===== config.mk =====
export PLATFORM = sky130hd
export DESIGN_NAME = store_queue
export DESIGN_NICKNAME = d
export VERILOG_FILES = /design/src/design/core_pkg.sv /design/src/design/stq_pkg.sv /design/src/design/stq_entry_if.sv /design/src/design/stq_entry.sv /design/src/design/stq_order_ctrl.sv /design/src/design/store_queue.sv
export SDC_FILE = /design/constraint.sdc
export NUM_CORES = 1
export LEC_CHECK = 0
export ABC_AREA = 1
export BUFFER_PORTS_ARGS = -buffer_cell sky130_fd_sc_hd__buf_2
export CAP_MARGIN = 25
export CORE_MARGIN = 2
export CORE_UTILIZATION = 45
export DETAILED_ROUTE_END_ITERATION = 10
export HOLD_SLACK_MARGIN = 0.12
export PLACE_DENSITY = 0.67
export SKIP_CTS_REPAIR_TIMING = 1
export SYNTH_ARGS = -nofsm -noshare
export SYNTH_HDL_FRONTEND = slang
export SYNTH_SLANG_ARGS = --single-unit

===== constraint.sdc =====
create_clock -name i_clk -period 4.5 [get_ports i_clk]
set_clock_uncertainty 0.1 [all_clocks]
set_input_delay 1.35 -clock i_clk [delete_from_list [all_inputs] [get_ports i_clk]]
set_output_delay 1.35 -clock i_clk [all_outputs]
set_load 0.01 [all_outputs]

===== src/design/core_pkg.sv =====
`default_nettype none

package core_pkg;

  localparam int CMT_ID_W = 6;
  localparam int RNID_W   = 6;
  localparam int PADDR_W  = 32;
  localparam int DATA_W   = 32;

  // Younger-than window is half the id space
  localparam int CMT_ID_HALF = 2 ** (CMT_ID_W - 1);

  typedef logic [CMT_ID_W-1:0] cmt_id_t;  // Program-order id from commit
  typedef logic [RNID_W-1:0]   rnid_t;    // Renamed register tag
  typedef logic [PADDR_W-1:0]  paddr_t;
  typedef logic [DATA_W-1:0]   data_t;

  // E is younger than R when (E - R) mod 64 falls in 1..31
  function automatic logic is_younger(input cmt_id_t i_entry_id,
                                      input cmt_id_t i_ref_id);
    cmt_id_t diff;
    diff = i_entry_id - i_ref_id;
    return (diff != '0) && (int'(diff) < CMT_ID_HALF);
  endfunction

endpackage

`default_nettype wire


===== src/design/stq_pkg.sv =====
`default_nettype none

package stq_pkg;

  import core_pkg::*;

  typedef enum logic [2:0] {
    STQ_INIT         = 3'd0,  // Dispatched, waiting for address issue
    STQ_TLB_HAZ      = 3'd1,
    STQ_WAIT_ST_DATA = 3'd2,
    STQ_READY        = 3'd3,  // Asking for rerun
    STQ_DONE         = 3'd4,
    STQ_COMMIT       = 3'd5   // Waiting for L1D write
  } stq_state_t;

  // What the controller sees of one entry
  typedef struct packed {
    logic       valid;
    stq_state_t state;
    cmt_id_t    cmt_id;
    paddr_t     paddr;
    data_t      data;
  } stq_summary_t;

endpackage

`default_nettype wire


===== src/design/stq_entry_if.sv =====
`timescale 1ns/1ps
`default_nettype none

interface stq_entry_if
  import stq_pkg::*;
  ();

  stq_summary_t summary;

  logic drain_done;    // Head write accepted by L1D
  logic rerun_accept;  // Rerun granted to this entry

  modport entry (
    output summary,
    input  drain_done,
    input  rerun_accept
  );

  modport ctrl (
    input  summary,
    output drain_done,
    output rerun_accept
  );

endinterface

`default_nettype wire


===== src/design/stq_entry.sv =====
`timescale 1ns/1ps
`default_nettype none

module stq_entry
  import core_pkg::*;
  import stq_pkg::*;
#(
  parameter int STQ_ENTRIES = 4,
  parameter int ENTRY_ID    = 0
) (
  input  logic                           i_clk,
  input  logic                           i_reset_n,

  input  logic                           i_disp_load,
  input  logic [$clog2(STQ_ENTRIES)-1:0] i_disp_index,
  input  cmt_id_t                        i_disp_cmt_id,
  input  rnid_t                          i_disp_rnid,
  input  logic                           i_disp_data_ready,

  input  logic                           i_ex1_valid,
  input  logic [$clog2(STQ_ENTRIES)-1:0] i_ex1_index,
  input  logic                           i_ex1_hazard,
  input  paddr_t                         i_ex1_paddr,
  input  logic                           i_ex1_data_valid,
  input  data_t                          i_ex1_data,

  input  logic                           i_wb_valid,
  input  rnid_t                          i_wb_rnid,
  input  data_t                          i_wb_data,

  input  logic                           i_tlb_resolve,

  input  logic                           i_commit_valid,
  input  logic                           i_commit_flush,
  input  cmt_id_t                        i_commit_cmt_id,

  stq_entry_if.entry                     io_entry
);

  localparam int IDX_W = $clog2(STQ_ENTRIES);
  localparam logic [IDX_W-1:0] MY_IDX = IDX_W'(ENTRY_ID);

  logic       r_valid;
  stq_state_t r_state;
  logic       r_data_ready;   // Store data held in r_data
  logic       r_tag_pending;  // Source register not yet written back
  cmt_id_t    r_cmt_id;
  rnid_t      r_rnid;
  paddr_t     r_paddr;
  data_t      r_data;

  logic w_disp_sel;
  logic w_ex1_sel;
  logic w_wb_hit;
  logic w_flush_kill;
  logic w_ex1_has_data;

  assign w_disp_sel = i_disp_load && (i_disp_index == MY_IDX);

  assign w_ex1_sel = r_valid && i_ex1_valid && (i_ex1_index == MY_IDX) &&
                     (r_state == STQ_INIT);

  // Snoop write-back only while the source is outstanding
  assign w_wb_hit = r_valid && i_wb_valid && r_tag_pending && !r_data_ready &&
                    (i_wb_rnid == r_rnid) &&
                    ((r_state == STQ_INIT) || (r_state == STQ_WAIT_ST_DATA));

  assign w_flush_kill = r_valid && i_commit_valid && i_commit_flush &&
                        is_younger(r_cmt_id, i_commit_cmt_id);

  assign w_ex1_has_data = i_ex1_data_valid || r_data_ready;

  always_ff @(posedge i_clk or negedge i_reset_n) begin
    if (!i_reset_n) begin
      r_valid       <= 1'b0;
      r_state       <= STQ_INIT;
      r_data_ready  <= 1'b0;
      r_tag_pending <= 1'b0;
    end else if (w_flush_kill) begin
      r_valid <= 1'b0;
      r_state <= STQ_INIT;
    end else if (w_disp_sel) begin
      r_valid       <= 1'b1;
      r_state       <= STQ_INIT;
      r_data_ready  <= 1'b0;
      r_tag_pending <= !i_disp_data_ready;
    end else if (r_valid) begin
      if (w_wb_hit) begin
        r_data_ready  <= 1'b1;
        r_tag_pending <= 1'b0;
      end
      case (r_state)
        STQ_INIT: begin
          if (w_ex1_sel) begin
            if (i_ex1_data_valid) begin
              r_data_ready  <= 1'b1;
              r_tag_pending <= 1'b0;
            end
            if (i_ex1_hazard) begin
              r_state <= STQ_TLB_HAZ;
            end else if (w_ex1_has_data) begin
              r_state <= STQ_DONE;
            end else begin
              r_state <= STQ_WAIT_ST_DATA;
            end
          end
        end
        STQ_TLB_HAZ: begin
          if (i_tlb_resolve) begin
            r_state <= STQ_READY;
          end
        end
        STQ_WAIT_ST_DATA: begin
          if (r_data_ready) begin
            r_state <= STQ_DONE;  // One cycle after capture
          end
        end
        STQ_READY: begin
          if (io_entry.rerun_accept) begin
            r_state <= STQ_INIT;
          end
        end
        STQ_DONE: begin
          if (i_commit_valid && (i_commit_cmt_id == r_cmt_id)) begin
            r_state <= STQ_COMMIT;
          end
        end
        STQ_COMMIT: begin
          if (io_entry.drain_done) begin
            r_valid <= 1'b0;
            r_state <= STQ_INIT;
          end
        end
        default: r_state <= STQ_INIT;
      endcase
    end
  end

  // Payload
  always_ff @(posedge i_clk) begin
    if (w_disp_sel) begin
      r_cmt_id <= i_disp_cmt_id;
      r_rnid   <= i_disp_rnid;
    end
    if (w_ex1_sel) begin
      r_paddr <= i_ex1_paddr;
    end
    if (w_ex1_sel && i_ex1_data_valid) begin
      r_data <= i_ex1_data;  // EX1 data wins over same-cycle broadcast
    end else if (w_wb_hit) begin
      r_data <= i_wb_data;
    end
  end

  always_comb begin
    io_entry.summary.valid  = r_valid;
    io_entry.summary.state  = r_state;
    io_entry.summary.cmt_id = r_cmt_id;
    io_entry.summary.paddr  = r_paddr;
    io_entry.summary.data   = r_data;
  end

endmodule

`default_nettype wire


===== src/design/stq_order_ctrl.sv =====
`timescale 1ns/1ps
`default_nettype none

module stq_order_ctrl
  import core_pkg::*;
  import stq_pkg::*;
#(
  parameter int STQ_ENTRIES = 4
) (
  input  logic                           i_clk,
  input  logic                           i_reset_n,

  input  logic                           i_disp_valid,
  output logic                           o_disp_accept,
  output logic [$clog2(STQ_ENTRIES)-1:0] o_disp_index,
  output logic                           o_full,

  output logic                           o_l1d_wr_valid,
  output paddr_t                         o_l1d_wr_paddr,
  output data_t                          o_l1d_wr_data,
  input  logic                           i_l1d_wr_conflict,

  output logic                           o_rerun_valid,
  output logic [$clog2(STQ_ENTRIES)-1:0] o_rerun_index,
  input  logic                           i_rerun_accept,

  stq_entry_if.ctrl                      io_entries [STQ_ENTRIES]
);

  localparam int IDX_W = $clog2(STQ_ENTRIES);

  logic [IDX_W-1:0] r_head;
  logic [IDX_W:0]   w_count;
  logic             w_drain_hit;
  stq_summary_t     w_sum [STQ_ENTRIES];

  for (genvar g = 0; g < STQ_ENTRIES; g++) begin : g_ent
    assign w_sum[g] = io_entries[g].summary;
    assign io_entries[g].drain_done = w_drain_hit && (r_head == IDX_W'(g));
    assign io_entries[g].rerun_accept = i_rerun_accept && o_rerun_valid &&
                                        (o_rerun_index == IDX_W'(g));
  end

  // Live entries are contiguous from head
  always_comb begin
    w_count = '0;
    for (int i = 0; i < STQ_ENTRIES; i++) begin
      w_count = w_count + (IDX_W + 1)'(w_sum[i].valid);
    end
  end

  assign o_full        = (w_count == (IDX_W + 1)'(STQ_ENTRIES));
  assign o_disp_index  = r_head + w_count[IDX_W-1:0];
  assign o_disp_accept = i_disp_valid && !o_full;

  assign o_l1d_wr_valid = w_sum[r_head].valid && (w_sum[r_head].state == STQ_COMMIT);
  assign o_l1d_wr_paddr = w_sum[r_head].paddr;
  assign o_l1d_wr_data  = w_sum[r_head].data;
  assign w_drain_hit    = o_l1d_wr_valid && !i_l1d_wr_conflict;

  always_ff @(posedge i_clk or negedge i_reset_n) begin
    if (!i_reset_n) begin
      r_head <= '0;
    end else if (w_drain_hit) begin
      r_head <= r_head + IDX_W'(1);
    end
  end

  // Oldest READY entry, scanning from head
  always_comb begin
    logic [IDX_W-1:0] scan_idx;
    o_rerun_valid = 1'b0;
    o_rerun_index = r_head;
    for (int i = 0; i < STQ_ENTRIES; i++) begin
      scan_idx = r_head + IDX_W'(i);
      if (!o_rerun_valid && w_sum[scan_idx].valid &&
          (w_sum[scan_idx].state == STQ_READY)) begin
        o_rerun_valid = 1'b1;
        o_rerun_index = scan_idx;
      end
    end
  end

endmodule

`default_nettype wire


===== src/design/store_queue.sv =====
`timescale 1ns/1ps
`default_nettype none

module store_queue
  import core_pkg::*;
#(
  parameter int STQ_ENTRIES = 4
) (
  input  logic                           i_clk,
  input  logic                           i_reset_n,

  input  logic                           i_disp_valid,
  input  cmt_id_t                        i_disp_cmt_id,
  input  rnid_t                          i_disp_rnid,
  input  logic                           i_disp_data_ready,
  output logic [$clog2(STQ_ENTRIES)-1:0] o_disp_index,
  output logic                           o_full,

  input  logic                           i_ex1_valid,
  input  logic [$clog2(STQ_ENTRIES)-1:0] i_ex1_index,
  input  logic                           i_ex1_hazard,
  input  paddr_t                         i_ex1_paddr,
  input  logic                           i_ex1_data_valid,
  input  data_t                          i_ex1_data,

  input  logic                           i_wb_valid,
  input  rnid_t                          i_wb_rnid,
  input  data_t                          i_wb_data,

  input  logic                           i_tlb_resolve,

  input  logic                           i_commit_valid,
  input  logic                           i_commit_flush,
  input  cmt_id_t                        i_commit_cmt_id,

  output logic                           o_l1d_wr_valid,
  output paddr_t                         o_l1d_wr_paddr,
  output data_t                          o_l1d_wr_data,
  input  logic                           i_l1d_wr_conflict,

  output logic                           o_rerun_valid,
  output logic [$clog2(STQ_ENTRIES)-1:0] o_rerun_index,
  input  logic                           i_rerun_accept
);

  logic w_disp_load;

  stq_entry_if u_entry_if [STQ_ENTRIES] ();

  stq_order_ctrl #(
    .STQ_ENTRIES (STQ_ENTRIES)
  ) u_order_ctrl (
    .i_clk             (i_clk),
    .i_reset_n         (i_reset_n),
    .i_disp_valid      (i_disp_valid),
    .o_disp_accept     (w_disp_load),
    .o_disp_index      (o_disp_index),
    .o_full            (o_full),
    .o_l1d_wr_valid    (o_l1d_wr_valid),
    .o_l1d_wr_paddr    (o_l1d_wr_paddr),
    .o_l1d_wr_data     (o_l1d_wr_data),
    .i_l1d_wr_conflict (i_l1d_wr_conflict),
    .o_rerun_valid     (o_rerun_valid),
    .o_rerun_index     (o_rerun_index),
    .i_rerun_accept    (i_rerun_accept),
    .io_entries        (u_entry_if)
  );

  for (genvar g = 0; g < STQ_ENTRIES; g++) begin : g_entry
    stq_entry #(
      .STQ_ENTRIES (STQ_ENTRIES),
      .ENTRY_ID    (g)
    ) u_entry (
      .i_clk             (i_clk),
      .i_reset_n         (i_reset_n),
      .i_disp_load       (w_disp_load),
      .i_disp_index      (o_disp_index),  // Tail from the controller
      .i_disp_cmt_id     (i_disp_cmt_id),
      .i_disp_rnid       (i_disp_rnid),
      .i_disp_data_ready (i_disp_data_ready),
      .i_ex1_valid       (i_ex1_valid),
      .i_ex1_index       (i_ex1_index),
      .i_ex1_hazard      (i_ex1_hazard),
      .i_ex1_paddr       (i_ex1_paddr),
      .i_ex1_data_valid  (i_ex1_data_valid),
      .i_ex1_data        (i_ex1_data),
      .i_wb_valid        (i_wb_valid),
      .i_wb_rnid         (i_wb_rnid),
      .i_wb_data         (i_wb_data),
      .i_tlb_resolve     (i_tlb_resolve),
      .i_commit_valid    (i_commit_valid),
      .i_commit_flush    (i_commit_flush),
      .i_commit_cmt_id   (i_commit_cmt_id),
      .io_entry          (u_entry_if[g])
    );
  end

endmodule

`default_nettype wire


==> key figures <==
Status
  • Status: completed

Critical path
  • CP Class: reg2out
  • Setup crit end: o_disp_index[1]
  • Crit Reg-Reg Startpoint: g_entry[1].u_entry.r_valid
  • CP endpoint kind: output pin
  • FF-to-FF setup slack: 1.25 ns
  • CP Max Fanout: 9
  • Cells on worst reg2reg path: 12
  • CP Launch Type: register
  • Worst flop-to-flop path endpoint: g_entry[2].u_entry.r_data_ready
  • Crit path DAT: approximately 2.8 ns
  • Worst Setup SP: g_entry[1].u_entry.r_valid
  • CP Data Required Time: 3.05 ns

Logic synthesis
  • Sequential fraction of the synthesis area: 60.44%
  • Cells after synthesis: approximately 1700
  • Library cells used by synthesis: 52
  • Synth Warn #: 0
  • Yosys reg bits: 330
  • Ys flop type: edfxtp_1
  • Post-Syn Area: 16180 um^2
  • Asr flop ratio synth: 7.879%
  • Share of the synthesized area in the top cell type: 56.42%
  • EDFF count, synth: 304
  • Mapped Nets: 1835
  • Yosys top cell by area: edfxtp_1
  • Leading post-synthesis cells by cell area: edfxtp_1 (56%), o21ai_0 (8.5%), nand2_1 (6.9%)
  • Syn_area_per_cell: 9.701 um^2

Place
  • Port bufs: 205
  • Setup Slack @ Placement: approximately 0.61 ns
  • Hpwl dp: 26890 um
  • Gp weighted congestion: 0.8999

Timing
  • Final hold vios: 0
  • Final TNS setup: 0 ns
  • Count of final setup violators: 0
  • Relative max-transition margin: 40.89%
  • Fmax: about 0.24 GHz
  • Hold slack: 0.4100 ns
  • RSZ-0062 raised after global routing: no
  • Max-slew violations: 0
  • Min Tclk post-route: 4.248 ns
  • Worst slew pin tran: 0.8867 ns
  • Final worst setup slack: between 0.2 and 0.3 ns
  • Period utilization: 94.39%

Clock network
  • Clock tree root buffer cell: clkbuf_16
  • Cts bufs inserted: 37
  • Clock H-tree levels: 2
  • CTS tree: done
  • Worst-skew pair later-pin latency: 0.54 ns
  • Clk buf depth: 3
  • Reg clk slew, reported paths: 0.06 ns
  • Clock Sinks: between 300 and 400

Floorplanning
  • Area of the core: 35480 um^2
  • Overall die width: 193.6 um
  • Die height: 193.6 um
  • Initial Util: 45.60%
  • Row count: about 70
  • # IOs: 206
  • Area of the die: ~37000 um^2

Global route
  • Largest net degree at the start of global routing: 107
  • Vias in the first global route: 12300
  • Global route overflow: 0
  • First-pass GRT wire length: 66360 um
  • Gr usage total: 22.25%
  • Initial antenna violation count: 14

Route
  • ANT nets after route: 0
  • Detail-routed via count per cell: 5.428
  • Iter 0 DRT Violations: ~1000
  • Residual DRC count: 0
  • First-pass DRT Iterations: 5
  • Vias: 12720
  • WL final: 41790 um
  • Wire per inst: 17.84 um

Cells and area
  • Most common cell after layout, fill and taps aside: edfxtp_1
  • Layout cell share with drive strength beyond 1: between 15 and 20%
  • Area Overhead vs Synth: 16.82%
  • Area taken by multi-input logic gates: 5532 um^2
  • Layout Nets: about 2000
  • Register Area: between 9000 and 10000 um^2
  • Final core occ: 53.27%
  • Most frequent cells in the layout: edfxtp_1 (304), nand2_1 (293), o21ai_0 (275)
  • Fill count: 3113

Min path
  • Hold Crit Class: reg2reg
  • WHS Path Cells: 2

Power
  • Total power: 12.62 mW
  • Comb pwr share: 43.0%
  • Clock power share: 23.1%
  • P_leak: 7.775 nW
  • Pwr/cell area: approximately 670 nW/um^2
  • Switching pwr: 5.133 mW
  • Max VDD drop: 0.3659 mV
  • Switch share: about two fifths
  • Sequential Power Share: 33.8%
  • P_int: 7.485 mW

Job
  • Max capacitance violation total: 0
[metal layers]
layer | track usage (%) | vias to the layer above | share of wire [%]
li1 | - | 6162 | -
met1 | 29.97 | 6061 | 44
met2 | 35.85 | 400 | 46
met3 | 5.375 | 83 | 7.2
met4 | 6.672 | 12 | 2.3
met5 | 0 | - | 0.20
[area by class of cell]
class,count,share of cell area [%]
diodes,8,0.1059
inverters,157,3.131
repair buffers,230,6.593
multi-input cells,1099,29.26
well taps,461,3.052
clock buffers,44,5.037
clock inverters,14,1.052
flip-flops and latches,330,51.76
[worst min-delay path by stage]
stage	start	to	slack [ns]
final	g_entry[2].u_entry.r_tag_pending	g_entry[2].u_entry.r_tag_pending	0.41
after global routing	g_entry[2].u_entry.r_tag_pending	g_entry[2].u_entry.r_tag_pending	0.45
after CTS	g_entry[2].u_entry.r_tag_pending	g_entry[2].u_entry.r_tag_pending	0.41
after detailed placement	g_entry[2].u_entry.r_tag_pending	g_entry[2].u_entry.r_tag_pending	0.40
after global placement	g_entry[0].u_entry.r_tag_pending	g_entry[0].u_entry.r_tag_pending	0.39
after floorplan	g_entry[0].u_entry.r_tag_pending	g_entry[0].u_entry.r_tag_pending	0.37
[cell usage after synthesis (all sizes together), types with 9 or more instances]
| cell type | instances |
|---|---|
| dfrtp | 26 |
| nand2 | 304 |
| nor3 | 18 |
| nand4 | 16 |
| xor2 | 14 |
| clkbuf | 68 |
| o22ai | 65 |
| nor4 | 9 |
| nand3 | 60 |
| a21oi | 24 |
| nor2 | 228 |
| o21ai | 279 |
| ha | 27 |
| inv | 157 |
| or2 | 12 |
| buf | 14 |
| edfxtp | 304 |
[worst max-delay path, cell delays in order (launching register included)]
cell     delay [ns]
dfrtp_1        0.48
ha_1           0.32
inv_1          0.05
fa_1           0.41
inv_1          0.06
ha_1           0.24
xnor2_1        0.18
xor2_1         0.25
inv_1          0.12
buf_2          0.16
[registers in the layout, indices dropped and copies added (netlist names), 4 cells and up]
name	flops
g_entry.u_entry.r_state	12
g_entry.u_entry.r_cmt_id	24
g_entry.u_entry.r_data	128
g_entry.u_entry.r_data_ready	4
g_entry.u_entry.r_valid	4
g_entry.u_entry.r_paddr	128
g_entry.u_entry.r_tag_pending	4
g_entry.u_entry.r_rnid	24
[kinds of logic after synthesis]
family,Yosys count,synth area share [%]
fa+ha+maj,32,2.706
flops,330,60.44
xor+xnor,18,0.9743
buf+inv,239,5.684
simple gates,654,16.90
compound gates,395,13.29
[power groups by stage]
stage | Clock (mW) | Combinational (mW) | Sequential [mW]
finish | 2.92 | 5.43 | 4.27
global placement | 0 | 5.27 | 4.31
global route | 3.09 | 6.09 | 4.33
detailed placement | 0 | 5.38 | 4.32
floorplan | 0 | 3.66 | 4.22
CTS | 2.97 | 5.41 | 4.27
[stage by stage]
stage	cells	instance area, um^2
final	2343	18900
after global routing	2338	18890
after CTS	2334	18850
after detailed placement	2276	17700
after global placement	2276	17700
after floorplan	1668	16200
No activity file was read; power rests on OpenSTA's default activity.
